<file path="config.mk">
export PLATFORM = sky130hd
export DESIGN_NAME = fcu_top
export DESIGN_NICKNAME = d
export VERILOG_FILES = /design/src/fcu_pkg.sv /design/src/fcu_issue.sv /design/src/fcu_calc.sv /design/src/fcu_result.sv /design/src/fcu_top.sv
export SDC_FILE = /design/constraint.sdc
export NUM_CORES = 1
export LEC_CHECK = 0
export ABC_AREA = 1
export ABC_CLOCK_PERIOD_IN_PS = 5300
export BUFFER_PORTS_ARGS = -buffer_cell sky130_fd_sc_hd__buf_2
export CAP_MARGIN = 40
export CORE_MARGIN = 3
export CORE_UTILIZATION = 30
export DETAILED_ROUTE_END_ITERATION = 12
export SYNTH_ARGS = -nofsm -noshare
export SYNTH_HDL_FRONTEND = slang
export SYNTH_SLANG_ARGS = --single-unit
</file>
<file path="constraint.sdc">
create_clock -name clk -period 5.3 [get_ports clk]
set_input_delay 0.265 -clock clk [delete_from_list [all_inputs] [get_ports clk]]
set_output_delay 0.265 -clock clk [all_outputs]
set_load 0.02 [all_outputs]
</file>
<file path="src/fcu_pkg.sv">
/*
  Flow control unit shared definitions
  Word and field types, opcode and function encodings, stage bundles
*/

package fcu_pkg;

  // ==========================================================
  // Plain vector types
  // ==========================================================

  // Data word, also the width of every address operand
  typedef logic [63:0] word_t;
  // Full instruction as delivered by fetch
  typedef logic [39:0] instr_t;
  // Operating level, 3 is user
  typedef logic [1:0]  ol_t;
  // Interrupt mask level
  typedef logic [3:0]  im_t;
  // Index of one condition bit within a word
  typedef logic [5:0]  bitsel_t;

  localparam ol_t OL_USER = 2'd3;

  // Result for anything the unit does not recognise
  localparam word_t FILL_WORD = {16{4'hC}};

  // ==========================================================
  // Instruction field positions
  // ==========================================================

  localparam int OPC_LSB    = 0;
  localparam int OPC_MSB    = 5;
  localparam int FN_LSB     = 6;
  localparam int FN_MSB     = 9;
  localparam int DST_LSB    = 8;
  localparam int DST_MSB    = 13;
  localparam int SRC1_LSB   = 14;
  localparam int SRC1_MSB   = 19;
  localparam int SRC2_LSB   = 20;
  localparam int SRC2_MSB   = 25;
  localparam int CRFN_LSB   = 26;
  localparam int CRFN_MSB   = 28;
  // BRK cause byte
  localparam int CAUSE_LSB  = 22;
  localparam int CAUSE_MSB  = 29;
  // RTS offset, counted in 16 byte units
  localparam int RTSOFF_LSB = 23;
  localparam int RTSOFF_MSB = 39;

  // ==========================================================
  // Encodings
  // ==========================================================

  // Major opcode, instruction bits 5..0
  typedef enum logic [5:0] {
    BMISC  = 6'h10,
    JRL    = 6'h11,
    JSR    = 6'h12,
    RTS    = 6'h13,
    REX    = 6'h14,
    BMISC2 = 6'h15
  } opcode_e;

  // Minor function, instruction bits 9..6
  // BRK lives under BMISC, WAIT and CRLOG under BMISC2
  typedef enum logic [3:0] {
    BRK   = 4'h0,
    WAIT  = 4'h4,
    CRLOG = 4'h8
  } bfunct_e;

  // Condition register logic function, instruction bits 28..26
  typedef enum logic [2:0] {
    CRAND  = 3'd0,
    CROR   = 3'd1,
    CRXOR  = 3'd2,
    CRANDC = 3'd3,
    CRNAND = 3'd4,
    CRNOR  = 3'd5,
    CRXNOR = 3'd6,
    CRORC  = 3'd7
  } crfn_e;

  // ==========================================================
  // Stage bundles
  // ==========================================================

  // One issued operation with all of its operands
  typedef struct packed {
    instr_t instr;
    word_t  a;
    word_t  tvec;
    word_t  nextpc;
    word_t  waitctr;
    im_t    im;
    ol_t    ol;
  } fcu_op_t;

  // Operation with its instruction fields already split out
  typedef struct packed {
    fcu_op_t op;
    opcode_e opcode;
    bfunct_e funct;
    crfn_e   crfn;
    bitsel_t dst;
    bitsel_t src1;
    bitsel_t src2;
  } fcu_dec_t;

  // Value written back plus its flags
  typedef struct packed {
    word_t result;
    logic  redirect;
    logic  illegal;
  } fcu_res_t;

endpackage

</file>
<file path="src/fcu_issue.sv">
/*
  Flow control unit issue stage
  Captures an issued operation and splits out its instruction fields
*/

`timescale 1ns/10ps

module fcu_issue (
  input  logic              clk,
  input  logic              rst_n,
  input  logic              issue,
  input  fcu_pkg::fcu_op_t  op,
  output logic              dec_valid,
  output fcu_pkg::fcu_dec_t dec
);

  // Held copy of the last issued operation
  fcu_pkg::fcu_op_t op_q;

  // ==========================================================
  // Issue register
  // ==========================================================

  // Valid follows issue by one cycle, one pulse per issue
  always_ff @(posedge clk or negedge rst_n)
  begin
    if (!rst_n)
    begin
      dec_valid <= 1'b0;
    end
    else
    begin
      dec_valid <= issue;
    end
  end

  // Operand capture, a new issue may land every cycle
  always_ff @(posedge clk)
  begin
    if (issue)
    begin
      op_q <= op;
    end
  end

  // ==========================================================
  // Field split
  // ==========================================================

  always_comb
  begin
    dec.op     = op_q;
    // Opcode and minor function
    dec.opcode = fcu_pkg::opcode_e'(op_q.instr[fcu_pkg::OPC_MSB:fcu_pkg::OPC_LSB]);
    dec.funct  = fcu_pkg::bfunct_e'(op_q.instr[fcu_pkg::FN_MSB:fcu_pkg::FN_LSB]);
    // CR logic function, only meaningful under CRLOG
    dec.crfn   = fcu_pkg::crfn_e'(op_q.instr[fcu_pkg::CRFN_MSB:fcu_pkg::CRFN_LSB]);
    // Condition bit selects
    dec.dst    = op_q.instr[fcu_pkg::DST_MSB:fcu_pkg::DST_LSB];
    dec.src1   = op_q.instr[fcu_pkg::SRC1_MSB:fcu_pkg::SRC1_LSB];
    dec.src2   = op_q.instr[fcu_pkg::SRC2_MSB:fcu_pkg::SRC2_LSB];
  end

endmodule

</file>
<file path="src/fcu_calc.sv">
/*
  Flow control unit calculation
  Result word, redirect and illegal flags for one decoded operation
*/

`timescale 1ns/10ps

module fcu_calc (
  input  fcu_pkg::fcu_dec_t dec,
  output fcu_pkg::fcu_res_t calc
);

  // Immediate fields that only feed the result word
  logic [7:0]        cause;
  logic [16:0]       rts_off;
  // Mask limit for the exception return test
  fcu_pkg::im_t      rex_lim;
  // Condition bit operands and the combined bit
  logic              src1_bit;
  logic              src2_bit;
  logic              cr_bit;
  fcu_pkg::word_t    cr_word;

  assign cause   = dec.op.instr[fcu_pkg::CAUSE_MSB:fcu_pkg::CAUSE_LSB];
  assign rts_off = dec.op.instr[fcu_pkg::RTSOFF_MSB:fcu_pkg::RTSOFF_LSB];

  // Invert of level with two zero bits appended
  assign rex_lim = ~{dec.op.ol, 2'b00};

  assign src1_bit = dec.op.a[dec.src1];
  assign src2_bit = dec.op.a[dec.src2];

  // ==========================================================
  // Condition register logic
  // ==========================================================

  // All eight 3 bit codes are defined functions
  always_comb
  begin
    cr_bit = 1'b0;
    case (dec.crfn)
      fcu_pkg::CRAND:  cr_bit =   src1_bit &  src2_bit;
      fcu_pkg::CROR:   cr_bit =   src1_bit |  src2_bit;
      fcu_pkg::CRXOR:  cr_bit =   src1_bit ^  src2_bit;
      fcu_pkg::CRANDC: cr_bit =   src1_bit & ~src2_bit;
      fcu_pkg::CRNAND: cr_bit = ~(src1_bit &  src2_bit);
      fcu_pkg::CRNOR:  cr_bit = ~(src1_bit |  src2_bit);
      fcu_pkg::CRXNOR: cr_bit = ~(src1_bit ^  src2_bit);
      fcu_pkg::CRORC:  cr_bit =   src1_bit | ~src2_bit;
    endcase
  end

  // Copy of a with only the destination bit replaced
  always_comb
  begin
    cr_word           = dec.op.a;
    cr_word[dec.dst]  = cr_bit;
  end

  // ==========================================================
  // Result select
  // ==========================================================

  always_comb
  begin
    // Unknown encodings fall through to the fill pattern
    calc.result   = fcu_pkg::FILL_WORD;
    calc.redirect = 1'b0;
    calc.illegal  = 1'b1;
    case (dec.opcode)
      fcu_pkg::BMISC:
        if (dec.funct == fcu_pkg::BRK)
        begin
          // Low byte of a merged with the cause
          calc.result  = {56'd0, dec.op.a[7:0] | cause};
          calc.illegal = 1'b0;
        end
      fcu_pkg::JRL,
      fcu_pkg::JSR:
        begin
          // Link address only, the jump itself is resolved upstream
          calc.result  = dec.op.nextpc;
          calc.illegal = 1'b0;
        end
      fcu_pkg::RTS:
        begin
          calc.result   = dec.op.a + fcu_pkg::word_t'({rts_off, 4'h0});
          calc.redirect = 1'b1;
          calc.illegal  = 1'b0;
        end
      fcu_pkg::REX:
        // Not allowed from user level
        if (dec.op.ol != fcu_pkg::OL_USER)
        begin
          calc.result   = (dec.op.im < rex_lim) ? dec.op.tvec : dec.op.nextpc;
          calc.redirect = 1'b1;
          calc.illegal  = 1'b0;
        end
      fcu_pkg::BMISC2:
        case (dec.funct)
          fcu_pkg::WAIT:
            begin
              // Done flag once the counter reaches one
              calc.result  = fcu_pkg::word_t'(dec.op.waitctr == fcu_pkg::word_t'(1));
              calc.illegal = 1'b0;
            end
          fcu_pkg::CRLOG:
            begin
              calc.result  = cr_word;
              calc.illegal = 1'b0;
            end
          default:
            calc.illegal = 1'b1;
        endcase
      default:
        calc.illegal = 1'b1;
    endcase
  end

endmodule

</file>
<file path="src/fcu_result.sv">
/*
  Flow control unit result stage
  Registers the result bundle and drives the done and redirect strobes
*/

`timescale 1ns/10ps

module fcu_result (
  input  logic              clk,
  input  logic              rst_n,
  input  logic              dec_valid,
  input  fcu_pkg::fcu_res_t calc,
  output logic              done,
  output fcu_pkg::fcu_res_t res,
  output logic              redirect_valid
);

  // ==========================================================
  // Strobes
  // ==========================================================

  // One done pulse per valid operation
  // Redirect pulses only alongside done
  always_ff @(posedge clk or negedge rst_n)
  begin
    if (!rst_n)
    begin
      done           <= 1'b0;
      redirect_valid <= 1'b0;
    end
    else
    begin
      done           <= dec_valid;
      redirect_valid <= dec_valid & calc.redirect;
    end
  end

  // ==========================================================
  // Result register
  // ==========================================================

  // Holds the last result between operations
  always_ff @(posedge clk or negedge rst_n)
  begin
    if (!rst_n)
    begin
      res <= '0;
    end
    else if (dec_valid)
    begin
      res <= calc;
    end
  end

endmodule

</file>
<file path="src/fcu_top.sv">
/*
  Flow control unit top level
  Issue register, result calculation and result register in sequence
*/

`timescale 1ns/10ps

module fcu_top (
  input  logic              clk,
  input  logic              rst_n,
  input  logic              issue,
  input  fcu_pkg::fcu_op_t  op,
  output logic              done,
  output fcu_pkg::fcu_res_t res,
  output logic              redirect_valid
);

  // Issue stage to calculation
  logic              dec_valid;
  fcu_pkg::fcu_dec_t dec;
  // Calculation to result stage
  fcu_pkg::fcu_res_t calc;

  // First cycle, operand capture
  fcu_issue u_issue (
    .clk       (clk),
    .rst_n     (rst_n),
    .issue     (issue),
    .op        (op),
    .dec_valid (dec_valid),
    .dec       (dec)
  );

  // Pure logic between the two registers
  fcu_calc u_calc (
    .dec  (dec),
    .calc (calc)
  );

  // Second cycle, result capture and strobes
  fcu_result u_result (
    .clk            (clk),
    .rst_n          (rst_n),
    .dec_valid      (dec_valid),
    .calc           (calc),
    .done           (done),
    .res            (res),
    .redirect_valid (redirect_valid)
  );

endmodule

</file>
==> impl_metrics.json <==
{
  "cts_setup_buffers": 0,
  "fin_nets": 3213,
  "synthCells": 2213,
  "cap_violations": 0,
  "final_common_cell": "nand2_1",
  "syn-num-nets": 2542,
  "drtPass1Iterations": 7,
  "drtIter0Drc": 1744,
  "tns_ps": 0,
  "die_area_um2": 67100,
  "drive_gt1_share_pct": 18.0,
  "core_area_um2": 63200,
  "critPathMaxFanout": 23,
  "track_usage_pct": 24.3,
  "holdCritPathClass": "primary input to async pin",
  "rrSetupSlack_ps": 1320,
  "cts.sinks": 371,
  "cts_made_buffers": 43,
  "critPathTopFamily": "simple AND/OR/NAND/NOR gates",
  "synthFlopType": "edfxtp_1",
  "r2r-end": "u_result.res[16]",
  "placed_area_um2": 22000,
  "r2r_start": "u_issue.dec[7]",
  "cpMaxStageDelayCell": "edfxtp_1",
  "ys_seq_area_share_pct": 56.2,
  "cts_resized": 0,
  "initial_core_util_pct": 30.4,
  "ys_types": 51,
  "critPathArrivalTime_ps": 4460,
  "clkSlewWorstSetupHoldPaths_ps": 60,
  "syn2layout_area_growth_pct": 37.8,
  "final.fill_count": 6215,
  "critical_path_required_ps": 5770,
  "synth_area_um2": 19200,
  "maxSlewHeadroom_pct": 36.8,
  "final_area_um2": 26500,
  "dp_cells": 3382,
  "grt_pass1_vias": 18600,
  "drc": 0,
  "vias": 18600,
  "mostFrequentLayoutCells": "nand2_1 (661), buf_2 (371), dlygate4sd3_1 (303), edfxtp_1 (302), nor2_1 (207)",
  "place.gp.congestion": 0.993,
  "grt_overflow": 0,
  "clk_latency_ps": 590,
  "cpPeakStageDelay_ps": 870,
  "period_needed_ps": 3980,
  "portBuffers": 372,
  "die_w_um": 259,
  "tightest_slew_ps": 948,
  "cts_tree": "yes",
  "finalHoldViolCount": 0,
  "rsz0062_at_grt": "no",
  "cts_hold_buf": 303,
  "finalWirelength_um": 83200,
  "ir_drop_mv": 0.313,
  "ys_seq_elements": 371,
  "cts_root_buf": "clkbuf_16",
  "slew_violations": 0,
  "fmax_ghz": 0.251,
  "powerDensity_nw_per_um2": 299,
  "crit_type": "register to register",
  "finalSetupViolations": 0,
  "power_leakage_nw": 11.4,
  "hold_ws_ps": 240,
  "ios": 373,
  "clockBufferDepth": 3,
  "fp.dieH_um": 259,
  "synth_warnings": 0,
  "ant_nets": 0,
  "path_cells": "clkinv_1 > a21oi_1 > o21ai_0 > nand3_1 > nand2_1 > a21oi_1 > o21ai_0 > nand3_1 > nand2_1 > ha_1 > o21ai_0 > nand3_1 > nand2_1 > o21ai_0 > nand2_1 > nand3_1 > o21ai_0 > inv_1",
  "worstSetupStartpointType": "register",
  "routed_via_density": 4.93,
  "period_share_pct": 75.1,
  "run_status": "finished, final reports clean",
  "antenna_found_initial": 0,
  "syn_avg_cell_area_um2": 8.69,
  "synth_edf_count": 302,
  "synthArstFlopShare_pct": 18.6,
  "rows": 92,
  "path_buf_inv": 2,
  "reg2reg_depth": 18,
  "wire_per_inst_um": 22.1,
  "post-dp-hpwl_um": 61300,
  "critPathMostFrequentCell": "o21ai_0",
  "grt_max_degree": 126,
  "final_cells": 3764,
  "num_antenna_cells": 0,
  "htreeDepth": 2,
  "critPathCaptureType": "register",
  "fin_skew_ps": 26.8,
  "grt_pass1_wl_um": 121000
}
-- through the flow --
stage | util (%) | total power [W] | setup WS [ps]
floorplan | - | 0.00412 | 2520
global placement | 34.8 | 0.00470 | 1440
detailed placement | 34.8 | 0.00470 | 1460
CTS | 41.9 | 0.00797 | 1420
global route | 41.9 | 0.00824 | 867
finish | 41.9 | 0.00792 | 1320
-- cell type report --
| class | count | area, µm² | area share (%) |
|---|---|---|---|
| inverters | 198 | 743 | 2.81 |
| clock inverters | 31 | 323 | 1.22 |
| well taps | 846 | 1060 | 4.00 |
| repair buffers | 697 | 5100 | 19.2 |
| flip-flops and latches | 371 | 10800 | 40.8 |
| multi-input cells | 1573 | 7350 | 27.8 |
| clock buffers | 48 | 1120 | 4.21 |
-- worst max path at each step --
stage | startpoint | end | slack (ps) | cells after the start
after global placement | u_issue.dec[7] | u_result.res[16] | 1440 | 22
after global routing | u_issue.dec[7] | u_result.res[16] | 870 | 22
after detailed placement | u_issue.dec[7] | u_result.res[16] | 1460 | 22
final | u_issue.dec[7] | u_result.res[16] | 1320 | 18
after floorplan | u_issue.dec[0] | u_result.res[36] | 2520 | 19
after CTS | u_issue.dec[7] | u_result.res[16] | 1420 | 22
-- synthesized netlist by cell type (2+ instances only) --
cell type  number  share of area, %
dfrtp_1        69               9.0
edfxtp_1      302                47
and2_1          2             0.065
clkinv_1        3             0.059
ha_1           23               1.5
buf_4           4              0.16
nand3b_1       14              0.55
o21ai_1         7              0.18
xnor2_1         2             0.091
nor3_4          3              0.25
a21oi_1       176               4.6
and3_1          2             0.065
nand3_1       204               5.3
a221oi_1        3              0.14
nor3_2          8              0.42
a31oi_1         2             0.065
a211oi_1        8              0.31
nand4_1        32               1.0
o211ai_1       11              0.43
or2_2           9              0.29
nor2_2         16              0.52
inv_1         186               3.6
buf_2          27              0.70
or2_1           2             0.065
buf_6           2              0.12
nor4_1          5              0.16
o2111ai_1       2             0.091
a21oi_2         2             0.091
clkbuf_1       34              0.66
nor2_4          3              0.18
o21ai_0       129               3.4
nor3_1         18              0.47
nor2_1        207               4.0
inv_2           9              0.18
nand2_1       661                13
clkbuf_2        4              0.10
o22ai_1         4              0.13
nand2_2         5              0.16
-- logic make-up after synthesis --
kind of cell / share of synthesized area [%]
buffers and inverters: 5.61
AOI/OAI and AO/OA: 9.72
and+or+nand+nor: 26.8
DFF: 56.2
adders and majority gates: 1.60
xor gates and xnor gates: 0.0911
-- registers in the layout, indices dropped and copies added (netlist names) --
register and cells:
u_issue.dec 302, u_result.res 66, u_issue.dec_valid 1, u_result.done 1, u_result.redirect_valid 1
-- power by group --
| part | internal (W) | switching [W] | leakage (nW) |
|---|---|---|---|
| Combinational | 0.000466 | 0.000742 | 6.92 |
| Sequential | 0.00340 | 0.000230 | 3.76 |
| Clock | 0.00178 | 0.00130 | 0.688 |
-- layer usage --
metal  track usage (%)  wire length [µm]  vias to the layer above
li1                  -                 -                     8839
met1              30.7             33500                     8689
met2              41.2             39600                      877
met3              4.10              6360                      162
met4              10.4              3780                        0
met5                 0                 0                        -
No activity file was read; power rests on OpenSTA's default activity.
